File: src/hdl/soc_boot_defines.svh
// Widths, memory depth and synchronizer length for the boot slice
// Boot base addresses of the ROM, ICCM and QSPI regions

`ifndef SOC_BOOT_DEFINES_SVH
`define SOC_BOOT_DEFINES_SVH

// ICCM geometry
`define ICCM_AW        13
`define WORD_W         32
`define MASK_W         4
`define ICCM_DEPTH     8192

// Flops on each housekeeping SPI pin
`define HK_SYNC_STAGES 2

// Boot map
`define BOOT_ROM_BASE  32'h0001_0000
`define BOOT_ICCM_BASE 32'h2000_0000
`define BOOT_QSPI_BASE 32'h9000_0000

`endif

File: src/hdl/iccm_bus_pkg.sv
// ICCM bus types
// Address, data, mask and boot address vectors, and the memory request struct
`default_nettype none

`include "soc_boot_defines.svh"

package iccm_bus_pkg;

  // Word address into the ICCM
  typedef logic [`ICCM_AW-1:0] iccm_addr_t;

  // Data word and its byte enables
  typedef logic [`WORD_W-1:0]  word_t;
  typedef logic [`MASK_W-1:0]  wmask_t;

  // Processor start address
  typedef logic [31:0]         boot_addr_t;

  // One memory access, 50 bits
  typedef struct packed {
    logic       we;
    iccm_addr_t addr;
    word_t      wdata;
    wmask_t     wmask;
  } mem_req_t;

endpackage

`default_nettype wire

File: src/hdl/boot_ctrl_pkg.sv
// Boot control types
// Loader state encoding and boot source encoding
`default_nettype none

package boot_ctrl_pkg;

  // Housekeeping SPI loader states
  typedef enum logic [1:0] {
    HK_IDLE   = 2'd0,
    HK_SHIFT  = 2'd1,
    HK_COMMIT = 2'd2
  } hk_state_e;

  // Where the core starts fetching
  typedef enum logic [1:0] {
    BOOT_ROM  = 2'd0,
    BOOT_ICCM = 2'd1,
    BOOT_QSPI = 2'd2
  } boot_src_e;

endpackage

`default_nettype wire

File: src/hdl/hk_spi_loader.sv
// Housekeeping SPI loader
// Pin synchronizers, word assembly, ICCM write strobes and done flag
`default_nettype none

`include "soc_boot_defines.svh"

module hk_spi_loader (
  input  logic                   clk_i,
  input  logic                   rst_n_i,
  input  logic                   hk_sck_i,
  input  logic                   hk_sdi_i,
  input  logic                   hk_csb_i,
  output logic                   hk_wr_o,
  output iccm_bus_pkg::mem_req_t hk_req_o,
  output logic                   hk_busy_o,
  output logic                   hk_done_o
);
  import iccm_bus_pkg::*;
  import boot_ctrl_pkg::*;

  localparam int BIT_CW = $clog2(`WORD_W);

  logic [`HK_SYNC_STAGES-1:0] sck_sync_q;
  logic [`HK_SYNC_STAGES-1:0] sdi_sync_q;
  logic [`HK_SYNC_STAGES-1:0] csb_sync_q;
  logic                       sck_s;
  logic                       sdi_s;
  logic                       csb_s;
  logic                       sck_prev_q;
  logic                       sck_rise;

  hk_state_e                  state_q;
  hk_state_e                  state_d;
  logic [BIT_CW-1:0]          bit_cnt_q;
  word_t                      shift_q;
  iccm_addr_t                 wr_addr_q;
  logic                       got_word_q;
  logic                       done_q;

  //////////////////////////////////////////////////
  // Pin synchronizers
  //////////////////////////////////////////////////

  // csb idles high so the loader starts outside a session
  always_ff @(posedge clk_i or negedge rst_n_i) begin
    if (!rst_n_i) begin
      sck_sync_q <= '0;
      sdi_sync_q <= '0;
      csb_sync_q <= '1;
      sck_prev_q <= 1'b0;
    end else begin
      sck_sync_q <= {sck_sync_q[`HK_SYNC_STAGES-2:0], hk_sck_i};
      sdi_sync_q <= {sdi_sync_q[`HK_SYNC_STAGES-2:0], hk_sdi_i};
      csb_sync_q <= {csb_sync_q[`HK_SYNC_STAGES-2:0], hk_csb_i};
      sck_prev_q <= sck_s;
    end
  end

  assign sck_s    = sck_sync_q[`HK_SYNC_STAGES-1];
  assign sdi_s    = sdi_sync_q[`HK_SYNC_STAGES-1];
  assign csb_s    = csb_sync_q[`HK_SYNC_STAGES-1];
  assign sck_rise = sck_s & ~sck_prev_q;

  //////////////////////////////////////////////////
  // Session FSM
  //////////////////////////////////////////////////

  always_comb begin
    state_d = state_q;
    case (state_q)
      HK_IDLE: begin
        if (!csb_s) begin
          state_d = HK_SHIFT;
        end
      end
      HK_SHIFT: begin
        // Leaving mid-word drops the partial word
        if (csb_s) begin
          state_d = HK_IDLE;
        end else if (sck_rise && bit_cnt_q == BIT_CW'(`WORD_W - 1)) begin
          state_d = HK_COMMIT;
        end
      end
      HK_COMMIT: state_d = HK_SHIFT;
      default:   state_d = HK_IDLE;
    endcase
  end

  always_ff @(posedge clk_i or negedge rst_n_i) begin
    if (!rst_n_i) begin
      state_q    <= HK_IDLE;
      bit_cnt_q  <= '0;
      wr_addr_q  <= '0;
      got_word_q <= 1'b0;
      done_q     <= 1'b0;
    end else begin
      state_q <= state_d;
      case (state_q)
        HK_IDLE: begin
          // New session restarts at address 0 and clears done
          if (!csb_s) begin
            bit_cnt_q  <= '0;
            wr_addr_q  <= '0;
            got_word_q <= 1'b0;
            done_q     <= 1'b0;
          end
        end
        HK_SHIFT: begin
          if (csb_s) begin
            done_q <= got_word_q;
          end else if (sck_rise) begin
            bit_cnt_q <= bit_cnt_q + 1'b1;
          end
        end
        HK_COMMIT: begin
          wr_addr_q  <= wr_addr_q + 1'b1;
          got_word_q <= 1'b1;
        end
        default: ;
      endcase
    end
  end

  // MSB first
  always_ff @(posedge clk_i) begin
    if (state_q == HK_SHIFT && sck_rise) begin
      shift_q <= {shift_q[`WORD_W-2:0], sdi_s};
    end
  end

  always_comb begin
    hk_req_o       = '0;
    hk_req_o.we    = 1'b1;
    hk_req_o.addr  = wr_addr_q;
    hk_req_o.wdata = shift_q;
    hk_req_o.wmask = '1;
  end

  assign hk_wr_o   = (state_q == HK_COMMIT);
  assign hk_busy_o = (state_q != HK_IDLE);
  assign hk_done_o = done_q;

endmodule

`default_nettype wire

File: config.mk
export PLATFORM = sky130hd
export DESIGN_NAME = hk_spi_loader
export DESIGN_NICKNAME = d
export VERILOG_FILES = /design/src/hdl/iccm_bus_pkg.sv /design/src/hdl/boot_ctrl_pkg.sv /design/src/hdl/hk_spi_loader.sv
export VERILOG_INCLUDE_DIRS = /design/src /design/src/hdl
export SDC_FILE = /design/constraint.sdc
export NUM_CORES = 1
export LEC_CHECK = 0
export BUFFER_PORTS_ARGS = -buffer_cell sky130_fd_sc_hd__buf_4
export CAP_MARGIN = 25
export CORE_MARGIN = 4
export CORE_UTILIZATION = 46
export DETAILED_ROUTE_END_ITERATION = 10
export MAX_ROUTING_LAYER = met4
export PLACE_DENSITY = 0.73
export SKIP_CTS_REPAIR_TIMING = 1
export SYNTH_ARGS = -nofsm -noshare
export SYNTH_HDL_FRONTEND = slang
export SYNTH_SLANG_ARGS = --single-unit
File: constraint.sdc
create_clock -name clk_i -period 4.3 [get_ports clk_i]
set_input_delay 0.645 -clock clk_i [delete_from_list [all_inputs] [get_ports clk_i]]
set_output_delay 0.645 -clock clk_i [all_outputs]
set_load 0.005 [all_outputs]
==> reports/qor.yml <==
fill_cells: 386
synthFlopType: "edfxtp_1"
power_frac_seq_pct: 50.5
gp_congestion: 0.7754
synth_compound_area_share_pct: 10.52
fmax_ghz: 0.3975
preCtsSetupSlack_ns: 2.182
cpPeakStageDelay_ns: 0.56
power.total_uw: 1241
coreArea_mm2: 0.004848
synth_seq_cells: 61
yosysWarningCount: 0
drtPass1Iterations: 4
rsz0062_at_grt: "no"
tns_ns: 0
antenna_cells: 0
crit_path_cell_trace: "or2b_1 > clkinv_1 > buf_4"
cp_slowest_cell: "dfrtp_1"
dr_wl_met3_um: 335
slew_viol_final: 0
nets: 236
power.density_mw_per_mm2: 406.7
finalWorstSetupSlack_ns: 1.784
num_io_pins: 58
first_global_vias: 1523
yosysTopAreaCellShare_pct: 40.59
max_cap_viol_count: 0
vdd_drop_max_uv: 284.0
drcViolationCount: 0
cts_buffers: 9
clk_latency_ns: 0.33
synthAdderAreaFrac_pct: 1.586
clk_pin_slew_ns: 0.07
dpl_cell_area_mm2: 0.002820
reg2reg_slack_ns: 2.42
required_ns: 3.65
synth_cell_types: 44
finalCriticalPeriod_ns: 2.516
viasPerCell: 5.263
vias: 1579
antenna_found_initial: 0
final_layout_size_suffix_gt1_share_pct: 31.76
clockBufferDepth: 2
initialDrtViolationCount: 92
cts_root_buffer: "clkbuf_8"
place.detailed.hpwl_um: 3154
syn_to_final_growth_pct: 28.86
hold_ws_ns: 0.2286
cts_tree: "done"
overflow: 0
synth_xor_area_share_pct: 0
p_int_uw: 1012
synthSimpleGateAreaFrac_pct: 11.05
synthesis.area_mm2: 0.002367
crit_arrival_ns: 1.87
critical_path_class: "reg2out"
async_flop_share_pct: 47.54
chipHeight_um: 79.74
finalHoldViolCount: 0
clock_power_share_pct: 47.4
postRouteAntennaNets: 0
cp-end-kind: "output port"
grt_max_degree: 33
synth_seq_area_share_pct: 71.35
setup_violations: 0
wl_per_cell_um: 15.49
wl_met2_um: 1937
die_w_um: 79.74
crit_path_start_kind: "register"
start_util_pct: 48.83
yosysTopAreaCell: "edfxtp_1"
p_sw_uw: 228.9
htreeDepth: 3
final_area_mm2: 0.003050
dieArea_mm2: 0.006358
m1WireLength_um: 2217
wl_um: 4646
synth_mux_area_share_pct: 1.268
swShare_pct: 18.45
power.leakage_uw: 0.001281
top_layer: "met4"
grt_pass1_wl_um: 7479
cp_max_fo: 16
synth_top_family_by_area: "simple AND/OR/NAND/NOR gates"
netlist_instances: 170
synth.area.top_cells: "edfxtp_1 (41%), dfrtp_1 (29%), o21ai_0 (2.5%)"
combPwrFrac_pct: 2.1
hold_path_class: "in2async"
grt_usage_pct: 16.40
syn_area_per_cell_um2: 13.93
status: "completed"
numPortBuffers: 52
floorplan.rows: 25
tightest_slew_ns: 0.7781
post-route-period-util_pct: 58.51
synth_edf_count: 32
clock_sinks: 61
finClkSkew_ns: 0.007304
maxSlewHeadroom_pct: 47.40
## critical path, delay by kind of cell, from the launching register on
| kind | cells | cell delay, ns |
|---|---|---|
| DFF | 1 | 0.56 |
| and+or+nand+nor | 1 | 0.43 |
| buffers and inverters | 2 | 0.55 |
## cells in the mapped netlist, types with 2 or more instances
cell	n
a21oi_1	5
edfxtp_1	32
inv_1	9
o21ai_0	12
nor2b_1	2
o31ai_1	2
dfstp_2	2
mux2i_1	3
dfrtp_1	27
nor3_1	2
clkbuf_1	3
nand4_1	2
nand3_1	6
nor2_1	3
ha_1	3
and3_1	2
o31a_1	3
nand2_1	10
nor4_1	2
o311ai_0	2
or4b_2	2
o211ai_1	3
o22ai_1	2
or3_1	4
a31oi_1	3
nor4b_1	2
buf_4	5
## metal layers
layer / vias up / track usage [%]
met5: - / -
met4: 0 / 10.81
met3: 14 / 4.402
met2: 75 / 21.70
met1: 739 / 22.11
li1: 751 / -
## power by group through the flow
| stage | logic [uW] | clock network (uW) | registers [uW] |
|---|---|---|---|
| 6_report | 26.4 | 588 | 627 |
| 2_1_floorplan | 18.6 | 0 | 635 |
| 3_5_place_dp | 26.9 | 0 | 638 |
| 5_1_grt | 30.4 | 629 | 627 |
| 4_1_cts | 27.3 | 599 | 627 |
| 3_3_place_gp | 26.1 | 0 | 638 |
## worst paths after layout
| kind | start | to | depth (start not counted) |
|---|---|---|---|
| min in group clk_i | sck_sync_q[0] | sck_sync_q[1] | 0 |
| max in group asynchronous | rst_n_i | csb_sync_q[1] | 1 |
| worst min register to register | sck_sync_q[0] | sck_sync_q[1] | 0 |
| worst min-delay path | rst_n_i | sdi_sync_q[0] | 1 |
| worst max register to register | state_q[0] | shift_q[20] | 3 |
| worst max-delay path | state_q[1] | hk_wr_o | 3 |
## layout by cell type, fill, tap and decap left out, types with 3 or more instances in the layout
master | synthesis | final
buf_4 | 5 | 53
edfxtp_1 | 32 | 32
dfrtp_1 | 27 | 27
o21ai_0 | 12 | 12
nand2_1 | 10 | 10
inv_1 | 9 | 9
clkbuf_8 | 0 | 9
nand3_1 | 6 | 6
a21oi_1 | 5 | 5
conb_1 | 1 | 5
or3_1 | 4 | 4
nor2_1 | 3 | 3
o211ai_1 | 3 | 3
mux2i_1 | 3 | 3
o31a_1 | 3 | 3
a31oi_1 | 3 | 3
ha_1 | 3 | 3
bufinv_16 | 0 | 3
## cells by family after synthesis
| kind of cell | Yosys count |
|---|---|
| multiplexers | 3 |
| adder cells (fa/ha/maj) | 3 |
| AND/OR/NAND/NOR | 44 |
| flip-flops | 61 |
| AO/OA/AOI/OAI | 38 |
| buffers and inverters | 20 |
| other | 1 |
## final cells by class
cell class                 count  area (um^2)  area share, %
sequential                    61         1689          55.37
multi-input combinational     93        611.8          20.06
timing repair buffer          53        397.9          13.04
clock buffer                  11        131.4          4.307
clock inverter                 5        98.84          3.240
tap                           67        83.83          2.748
inverter                      10        37.54          1.231
## per-stage QoR
step | util, % | instances
floorplan | - | 174
global placement | 58.17 | 284
detailed placement | 58.17 | 284
CTS | 62.92 | 300
global route | 62.92 | 300
finish | 62.92 | 300
## registers in the layout, summed over array words and instances, names as in the netlist
signal / flops
wr_addr_q: 13
sck_prev_q: 1
sck_sync_q: 2
csb_sync_q: 2
hk_done_o: 1
shift_q: 32
state_q: 2
got_word_q: 1
bit_cnt_q: 5
sdi_sync_q: 2
Note: power is estimated with default switching activity, not from simulation.
