==> src/hdl/soc_boot_defines.svh <==
// Widths, memory depth and synchronizer length for the boot slice
// Boot base addresses of the ROM, ICCM and QSPI regions

`ifndef SOC_BOOT_DEFINES_SVH
`define SOC_BOOT_DEFINES_SVH

// ICCM geometry
`define ICCM_AW        13
`define WORD_W         32
`define MASK_W         4
`define ICCM_DEPTH     8192

// Flops on each housekeeping SPI pin
`define HK_SYNC_STAGES 2

// Boot map
`define BOOT_ROM_BASE  32'h0001_0000
`define BOOT_ICCM_BASE 32'h2000_0000
`define BOOT_QSPI_BASE 32'h9000_0000

`endif

==> src/hdl/iccm_bus_pkg.sv <==
// ICCM bus types
// Address, data, mask and boot address vectors, and the memory request struct
`default_nettype none

`include "soc_boot_defines.svh"

package iccm_bus_pkg;

  // Word address into the ICCM
  typedef logic [`ICCM_AW-1:0] iccm_addr_t;

  // Data word and its byte enables
  typedef logic [`WORD_W-1:0]  word_t;
  typedef logic [`MASK_W-1:0]  wmask_t;

  // Processor start address
  typedef logic [31:0]         boot_addr_t;

  // One memory access, 50 bits
  typedef struct packed {
    logic       we;
    iccm_addr_t addr;
    word_t      wdata;
    wmask_t     wmask;
  } mem_req_t;

endpackage

`default_nettype wire

==> src/hdl/iccm_arbiter.sv <==
// ICCM arbiter between the SPI loader and the host port
// Loader strobes win, host reads are tracked to a one-cycle valid
`default_nettype none

module iccm_arbiter (
  input  logic                   clk_i,
  input  logic                   rst_n_i,
  // Loader side
  input  logic                   hk_wr_i,
  input  logic                   hk_busy_i,
  input  iccm_bus_pkg::mem_req_t hk_req_i,
  // Host side
  input  logic                   host_req_i,
  input  iccm_bus_pkg::mem_req_t host_cmd_i,
  output logic                   host_gnt_o,
  output logic                   host_rvalid_o,
  output iccm_bus_pkg::word_t    host_rdata_o,
  // SRAM side
  output logic                   mem_en_o,
  output iccm_bus_pkg::mem_req_t mem_req_o,
  input  iccm_bus_pkg::word_t    mem_rdata_i
);
  import iccm_bus_pkg::*;

  logic host_rd_acc;
  logic rd_pend_q;

  // Host is held off for the whole loader session
  assign host_gnt_o  = host_req_i & ~hk_busy_i;
  assign host_rd_acc = host_gnt_o & ~host_cmd_i.we;

  // Memory port mux, loader first
  always_comb begin
    if (hk_wr_i) begin
      mem_en_o  = 1'b1;
      mem_req_o = hk_req_i;
    end else begin
      mem_en_o  = host_gnt_o;
      mem_req_o = host_cmd_i;
    end
  end

  // One flag per accepted read, back-to-back reads keep it high
  always_ff @(posedge clk_i or negedge rst_n_i) begin
    if (!rst_n_i) begin
      rd_pend_q <= 1'b0;
    end else begin
      rd_pend_q <= host_rd_acc;
    end
  end

  assign host_rvalid_o = rd_pend_q;

  // SRAM output register holds the word of the last read
  assign host_rdata_o  = mem_rdata_i;

endmodule

`default_nettype wire

==> config.mk <==
export PLATFORM = sky130hd
export DESIGN_NAME = iccm_arbiter
export DESIGN_NICKNAME = d
export VERILOG_FILES = /design/src/hdl/iccm_bus_pkg.sv /design/src/hdl/iccm_arbiter.sv
export VERILOG_INCLUDE_DIRS = /design/src /design/src/hdl
export SDC_FILE = /design/constraint.sdc
export NUM_CORES = 1
export LEC_CHECK = 0
export BUFFER_PORTS_ARGS = -buffer_cell sky130_fd_sc_hd__buf_2
export CAP_MARGIN = 20
export CORE_AREA = 2 2 85 87
export DETAILED_ROUTE_END_ITERATION = 10
export DIE_AREA = 0 0 87 89
export PLACE_DENSITY = 0.6
export SYNTH_ARGS = -nofsm -noshare
export SYNTH_HDL_FRONTEND = slang
export SYNTH_SLANG_ARGS = --single-unit
==> constraint.sdc <==
create_clock -name clk_i -period 1 [get_ports clk_i]
set_input_delay 0.2 -clock clk_i [delete_from_list [all_inputs] [get_ports clk_i]]
set_output_delay 0.2 -clock clk_i [all_outputs]
set_load 0.05 [all_outputs]
==> results of run 1 <==
==> logic make-up (layout without fill, tap and decap cells) <==
group / count (synthesis) / count (layout) / synth area share
buffers and inverters: 39 / 169 / 0.311
DFF: 1 / 1 / 0.0219
muxes: 50 / 50 / 0.653
and+or+nand+nor: 3 / 3 / 0.0142
==> where the power goes <==
group	internal, uW	leakage, uW	switching (uW)
registers	42.7	0.0000135	0.353
clock network	0	0	0
logic	799	0.00129	873
==> synthesized netlist by cell type <==
| cell | number | area share |
|---|---|---|
| dfrtp_1 | 1 | 0.022 |
| buf_12 | 5 | 0.088 |
| nand2b_1 | 2 | 0.011 |
| buf_4 | 32 | 0.21 |
| nor2_1 | 1 | 0.0033 |
| buf_6 | 1 | 0.0098 |
| inv_1 | 1 | 0.0033 |
| mux2_4 | 49 | 0.64 |
| mux2_2 | 1 | 0.0098 |
==> final cells by class <==
| class | count | area, sq um |
|---|---|---|
| Fill cell | 701 | 4420 |
| Inverter | 1 | 3.75 |
| Multi-Input combinational cell | 53 | 774 |
| Sequential cell | 1 | 25.0 |
| Tap cell | 80 | 100 |
| Timing Repair Buffer | 168 | 1400 |
==> through the flow <==
stage	total power (uW)	area (sq um)	TNS [ns]	std cells
CTS	1660	2170	-8.29	299
floorplan	1390	1150	-2.11	93
global route	1780	2300	-7.87	303
detailed placement	1360	1730	-13.34	295
finish	1710	2300	-7.14	303
global placement	1340	1730	-12.76	295
==> per-layer routing <==
| metal | up-vias | wire, microns |
|---|---|---|
| met5 | - | 0 |
| met4 | 0 | 13 |
| met3 | 6 | 438 |
| met2 | 97 | 2270 |
| met1 | 510 | 1430 |
| li1 | 555 | - |
==> worst paths after layout <==
check,end,slack (ns),depth (start not counted),start
max in group asynchronous,host_rvalid_o,0.40,2,rst_n_i
worst min-delay path,host_rvalid_o,0.38,2,host_cmd_i[49]
min in group asynchronous,host_rvalid_o,0.51,2,rst_n_i
worst max-delay path,mem_req_o[17],-0.16,4,hk_wr_i
==> timing repair <==
| action | CTS | global route |
|---|---|---|
| pin swaps | 0 | 0 |
| resized for setup | 111 | 8 |
| hold endpoints to repair | 1 | 0 |
| hold buffers | 1 | 0 |
| cloned | 3 | 4 |
| endpoints found under the setup margin | 51 | 52 |
==> impl_metrics.toml, run 1 <==
[run_status]
status = "finished, violations left"
violations = "setup timing"

[routing]
vias = 1168
viasPerCell = 3.85
first_pass_iters = 2
wire_per_inst_microns = 13.7
drtIter0Drc = 4
ant_nets = 0
drcViolationCount = 0
wl_microns = 4150

[cells_and_area]
final_nets = 362
mostFrequentLayoutCell = "buf_2"
largest_reg_flops = 1
num_antenna_cells = 0
drive_gt1_frac = 0.978
area_growth_pct = 101
final_util = 0.342
final_cell_mix = "buf_2 (104), mux2_4 (50), buf_6 (48), buf_16 (5)"

[global_routing]
grt_use_total = 0.0789
grt_max_degree = 14
grt_overflow_total = 0
use_met2 = 0.177
antenna_found_initial = 0
grt_pass1_vias = 1184
gr-usage-met1 = 0.0773
grt_pass1_wl_microns = 5010
grt-busiest-layer = "met2"
use_met3 = 0.0102

[timing]
fin_ws_ns = -0.159
finalMaxSlewViolations = 0
rsz0062_at_grt = "yes"
period_share = 1.16
whs_ns = 0.384
hold_viol = 0
relSlewSlack = 0.837
max_freq_mhz = 863
layout_min_cycle_time_ns = 1.16
setup_viol = 50
worst-slew-pin-transition_ns = 0.246

[run]
maxCapViolations = 0

[placed_design]
place_ws_ns = -0.286
dpl.hpwl_microns = 2850
gp_congestion = 0.687
portBuffers = 157

[yosys]
synthesis.nets = 230
synth_cell_types = 9
yosysWarnings = 0
avgSynthCellArea_sq_um = 12.3
synthCells = 93
syn_area_sq_um = 1140
seq_area_frac_synth = 0.0219
ys_ff_latch = 1

[min_path]
worstHoldPathType = "in -> reg"

[floorplanning]
dieArea_sq_um = 7740
num_io_pins = 222
coreArea_sq_um = 6720
die_x_microns = 87
initial_utilization = 0.170
fp.dieH_microns = 89
row_count = 30

[worst_setup_path]
slowest_stage = "mux2_4"
cpPeakStageDelay_ns = 0.30
startpoint_type = "input pin"
path_cells = "clkbuf_16 > buf_16 > mux2_4 > buf_6"
crit_arrival_ns = 0.96
cp_num_buf_inv = 3
critPathKind = "in -> out"
cp_max_fo = 6
path_delay_family = "buffers and inverters"
required_ns = 0.80
crit_path_end_kind = "output port"

[clocking]
cts_setup_buffers = 0
path_clk_slew_ns = 0

[power]
powerDensity_nw_per_um2 = 746
irDropWorstVdd_v = 0.000201
p_leak_uw = 0.00131
(Power assumes the default switching activity.)
==> inputs of run 2 (changes only) <==
- BUFFER_PORTS_ARGS: -buffer_cell sky130_fd_sc_hd__buf_2 -> -buffer_cell sky130_fd_sc_hd__buf_4
==> impl_metrics.toml, run 2 (synthesized netlist as in run 1, its figures left out) <==
[floorplanning]
fp.dieH_microns = 89
dieArea_sq_um = 7740
num_io_pins = 222
die_x_microns = 87
initial_utilization = 0.170
row_count = 30
coreArea_sq_um = 6720

[timing]
max_freq_mhz = 876
layout_min_cycle_time_ns = 1.14
hold_viol = 0
finalMaxSlewViolations = 0
rsz0062_at_grt = "yes"
relSlewSlack = 0.880
worst-slew-pin-transition_ns = 0.180
setup_viol = 50
whs_ns = 0.369
fin_ws_ns = -0.141
period_share = 1.14

[power]
powerDensity_nw_per_um2 = 713
irDropWorstVdd_v = 0.000224
p_leak_uw = 0.00139

[routing]
first_pass_iters = 2
viasPerCell = 3.92
ant_nets = 0
vias = 1193
wire_per_inst_microns = 13.3
wl_microns = 4050
drcViolationCount = 0
drtIter0Drc = 10

[worst_setup_path]
required_ns = 0.80
slowest_stage = "mux2_4"
cp_num_buf_inv = 3
cp_max_fo = 8
path_cells = "buf_16 > buf_16 > mux2_4 > buf_8"
startpoint_type = "input pin"
cpPeakStageDelay_ns = 0.30
path_delay_family = "buffers and inverters"
crit_path_end_kind = "output port"
cp_common_cell = "buf_16"
crit_arrival_ns = 0.94
critPathKind = "in -> out"

[run_status]
violations = "setup timing"
status = "finished, violations left"

[clocking]
cts_setup_buffers = 0
path_clk_slew_ns = 0

[cells_and_area]
mostFrequentLayoutCell = "buf_4"
final_cell_mix = "buf_4 (104), mux2_4 (50), buf_6 (48), buf_8 (8), buf_16 (6)"
area_growth_pct = 124
multi_input_area_sq_um = 774
fin_cells = 304
final_nets = 363
nFillCells = 665
drive_gt1_frac = 0.978
num_antenna_cells = 0
largest_reg_flops = 1
area.sequential_sq_um = 25.0
final_area_sq_um = 2560

[min_path]
min-delay-start = "host_cmd_i[49]"
holdPathEnd = "host_rvalid_o"
min_path_cells = 2
worstHoldPathType = "in -> reg"

[global_routing]
antenna_found_initial = 0
grt-busiest-layer = "met2"
gr-usage-met1 = 0.0888
use_met2 = 0.186
grt_pass1_vias = 1209
grt_max_degree = 9
grt_overflow_total = 0
grt_pass1_wl_microns = 5570
use_met3 = 0.0249
grt_use_total = 0.0885

[placed_design]
placed_cell_area_sq_um = 2140
place_inst = 298
dpl.hpwl_microns = 3270
gp_congestion = 0.654
portBuffers = 157

[run]
maxCapViolations = 0
## run 2: routing by layer
| layer | share of wire | vias to the layer above |
|---|---|---|
| met5 | 0 | - |
| met4 | 0.0025 | 0 |
| met3 | 0.13 | 4 |
| met2 | 0.57 | 100 |
| met1 | 0.29 | 530 |
| li1 | - | 559 |
## run 2: worst max path at each step
stage | from | to | cells after the start | slack [ns]
final | hk_wr_i | mem_req_o[32] | 4 | -0.14
after detailed placement | hk_wr_i | mem_req_o[4] | 4 | -0.27
after global placement | hk_wr_i | mem_req_o[4] | 4 | -0.25
after global routing | hk_wr_i | mem_req_o[32] | 4 | -0.15
after CTS | hk_wr_i | mem_req_o[32] | 4 | -0.15
after floorplan | hk_wr_i | mem_req_o[0] | 3 | -0.04
## run 2: cell type report
type / instances / area share
inverter: 1 / 0.00147
multi-input combinational: 53 / 0.303
sequential: 1 / 0.00978
tap: 80 / 0.0391
timing repair buffer: 169 / 0.647
## run 2: through the flow
| step | TNS [ns] | setup slack [ns] | total power (uW) | utilization |
|---|---|---|---|---|
| global route | -6.64 | -0.154 | 1900 | 0.381 |
| global placement | -11.25 | -0.247 | 1580 | 0.319 |
| detailed placement | -12.17 | -0.269 | 1590 | 0.319 |
| CTS | -6.23 | -0.146 | 1830 | 0.379 |
| floorplan | -2.11 | -0.0436 | 1390 | - |
| finish | -5.96 | -0.141 | 1830 | 0.381 |
## run 2: what timing repair did
item | CTS | global route
pin swaps | 0 | 0
hold buffers | 1 | 0
gates resized for setup | 71 | 4
setup endpoints to repair | 51 | 51
endpoints found under the hold margin | 1 | 0
cloned | 5 | 0
## run 2: where the power goes
group	total, uW	switching (uW)	internal (uW)
combinational	1780	867	916
clock	0	0	0
sequential	43.1	0.406	42.7
total	1830	867	959
==> inputs of run 3 (changes only) <==
- clock period: 1 -> 1.3 ns (I/O delays scaled with it)
==> impl_metrics.toml, run 3 (synthesized netlist as in run 1, its figures left out) <==
[cells_and_area]
final_nets = 357
mostFrequentLayoutCell = "buf_4"
largest_reg_flops = 1
area_growth_pct = 113
final_cell_mix = "buf_4 (106), mux2_4 (50), buf_6 (48), buf_16 (5)"
drive_gt1_frac = 0.977
final_util = 0.363
num_antenna_cells = 0

[routing]
wl_microns = 4050
ant_nets = 0
wire_per_inst_microns = 13.6
drcViolationCount = 0
drtIter0Drc = 5
first_pass_iters = 2
viasPerCell = 3.84
vias = 1145

[floorplanning]
initial_utilization = 0.170
fp.dieH_microns = 89
num_io_pins = 222
coreArea_sq_um = 6720
dieArea_sq_um = 7740
die_x_microns = 87
row_count = 30

[power]
p_leak_uw = 0.00134
irDropWorstVdd_v = 0.000204
powerDensity_nw_per_um2 = 559

[global_routing]
grt_overflow_total = 0
antenna_found_initial = 0
grt_max_degree = 14
grt_pass1_wl_microns = 5420
grt_use_total = 0.0882
grt_pass1_vias = 1151

[run_status]
status = "finished, violations left"
violations = "setup timing"

[placed_design]
gp_congestion = 0.691
dpl.hpwl_microns = 3200
portBuffers = 157
place_ws_ns = -0.0939

[timing]
finalMaxSlewViolations = 0
relSlewSlack = 0.901
period_share = 1.00
rsz0062_at_grt = "yes"
worst-slew-pin-transition_ns = 0.150
fin_ws_ns = -0.00136
hold_viol = 0
setup_viol = 1
layout_min_cycle_time_ns = 1.30
max_freq_mhz = 768

[worst_setup_path]
cp_common_cell = "buf_16"
cp_max_fo = 12
slowest_stage = "mux2_4"
crit_arrival_ns = 1.04
path_cells = "buf_16 > buf_16 > mux2_4 > buf_8"
path_delay_family = "buffers and inverters"
critPathKind = "in -> out"
crit_path_end_kind = "output port"
cp_num_buf_inv = 3
startpoint_type = "input pin"
required_ns = 1.04
cpPeakStageDelay_ns = 0.32

[run]
maxCapViolations = 0

[min_path]
worstHoldPathType = "in -> async"

[clocking]
path_clk_slew_ns = 0
run 3: cell count changes in the layout (fill, tap and decap cells not counted):
| cell | previous run | this run |
|---|---|---|
| buf_8 | 8 | 2 |
| buf_4 | 104 | 106 |
| buf_16 | 6 | 5 |
| dlygate4sd3_1 | 1 | 0 |
| nand2b_1 | 1 | 2 |
| nand2b_4 | 1 | 0 |
run 3: area by class of cell:
cell class,count,area [sq um]
tap,80,100
inverter,1,3.75
fill,670,4280
timing repair buffer,163,1540
sequential,1,25.0
multi-input combinational,53,767
run 3: final timing paths:
path | startpoint | to | slack (ns) | cells past startpoint
min | rst_n_i | host_rvalid_o | 0.04 | 1
max in group asynchronous | rst_n_i | host_rvalid_o | 1.18 | 1
min in group clk_i | host_cmd_i[49] | host_rvalid_o | 0.45 | 2
max | hk_wr_i | mem_req_o[22] | -0.001 | 4
run 3: through the flow:
stage	cell area [sq um]	total power (uW)	setup TNS [ns]	hold slack, ns	instances
floorplan	1140	1060	0	-0.0356	93
global placement	2110	1210	-3.25	0.0360	294
detailed placement	2110	1210	-3.36	0.0401	294
CTS	2410	1360	-0.0189	0.0402	298
global route	2440	1420	-0.357	0.0402	298
finish	2440	1360	-0.00136	0.0386	298
run 3: repair_timing:
action / in CTS / in global routing
hold buffers: 0 / 0
endpoints found under the setup margin: 50 / 31
endpoints found under the hold margin: 0 / 0
setup buffers: 0 / 0
cloned: 4 / 0
resized for setup: 52 / 9
run 3: power by group:
| group | internal [uW] | total (uW) | switching (uW) |
|---|---|---|---|
| clock network | 0 | 0 | 0 |
| registers | 32.9 | 33.3 | 0.382 |
| logic | 668 | 1330 | 663 |
| total | 701 | 1360 | 663 |
run 3: routing by layer:
layer	GRT usage	routed length (microns)	up-vias
li1	-	-	545
met1	0.0959	1250	512
met2	0.178	2270	82
met3	0.0203	506	6
met4	0.00852	25	0
met5	0	0	-
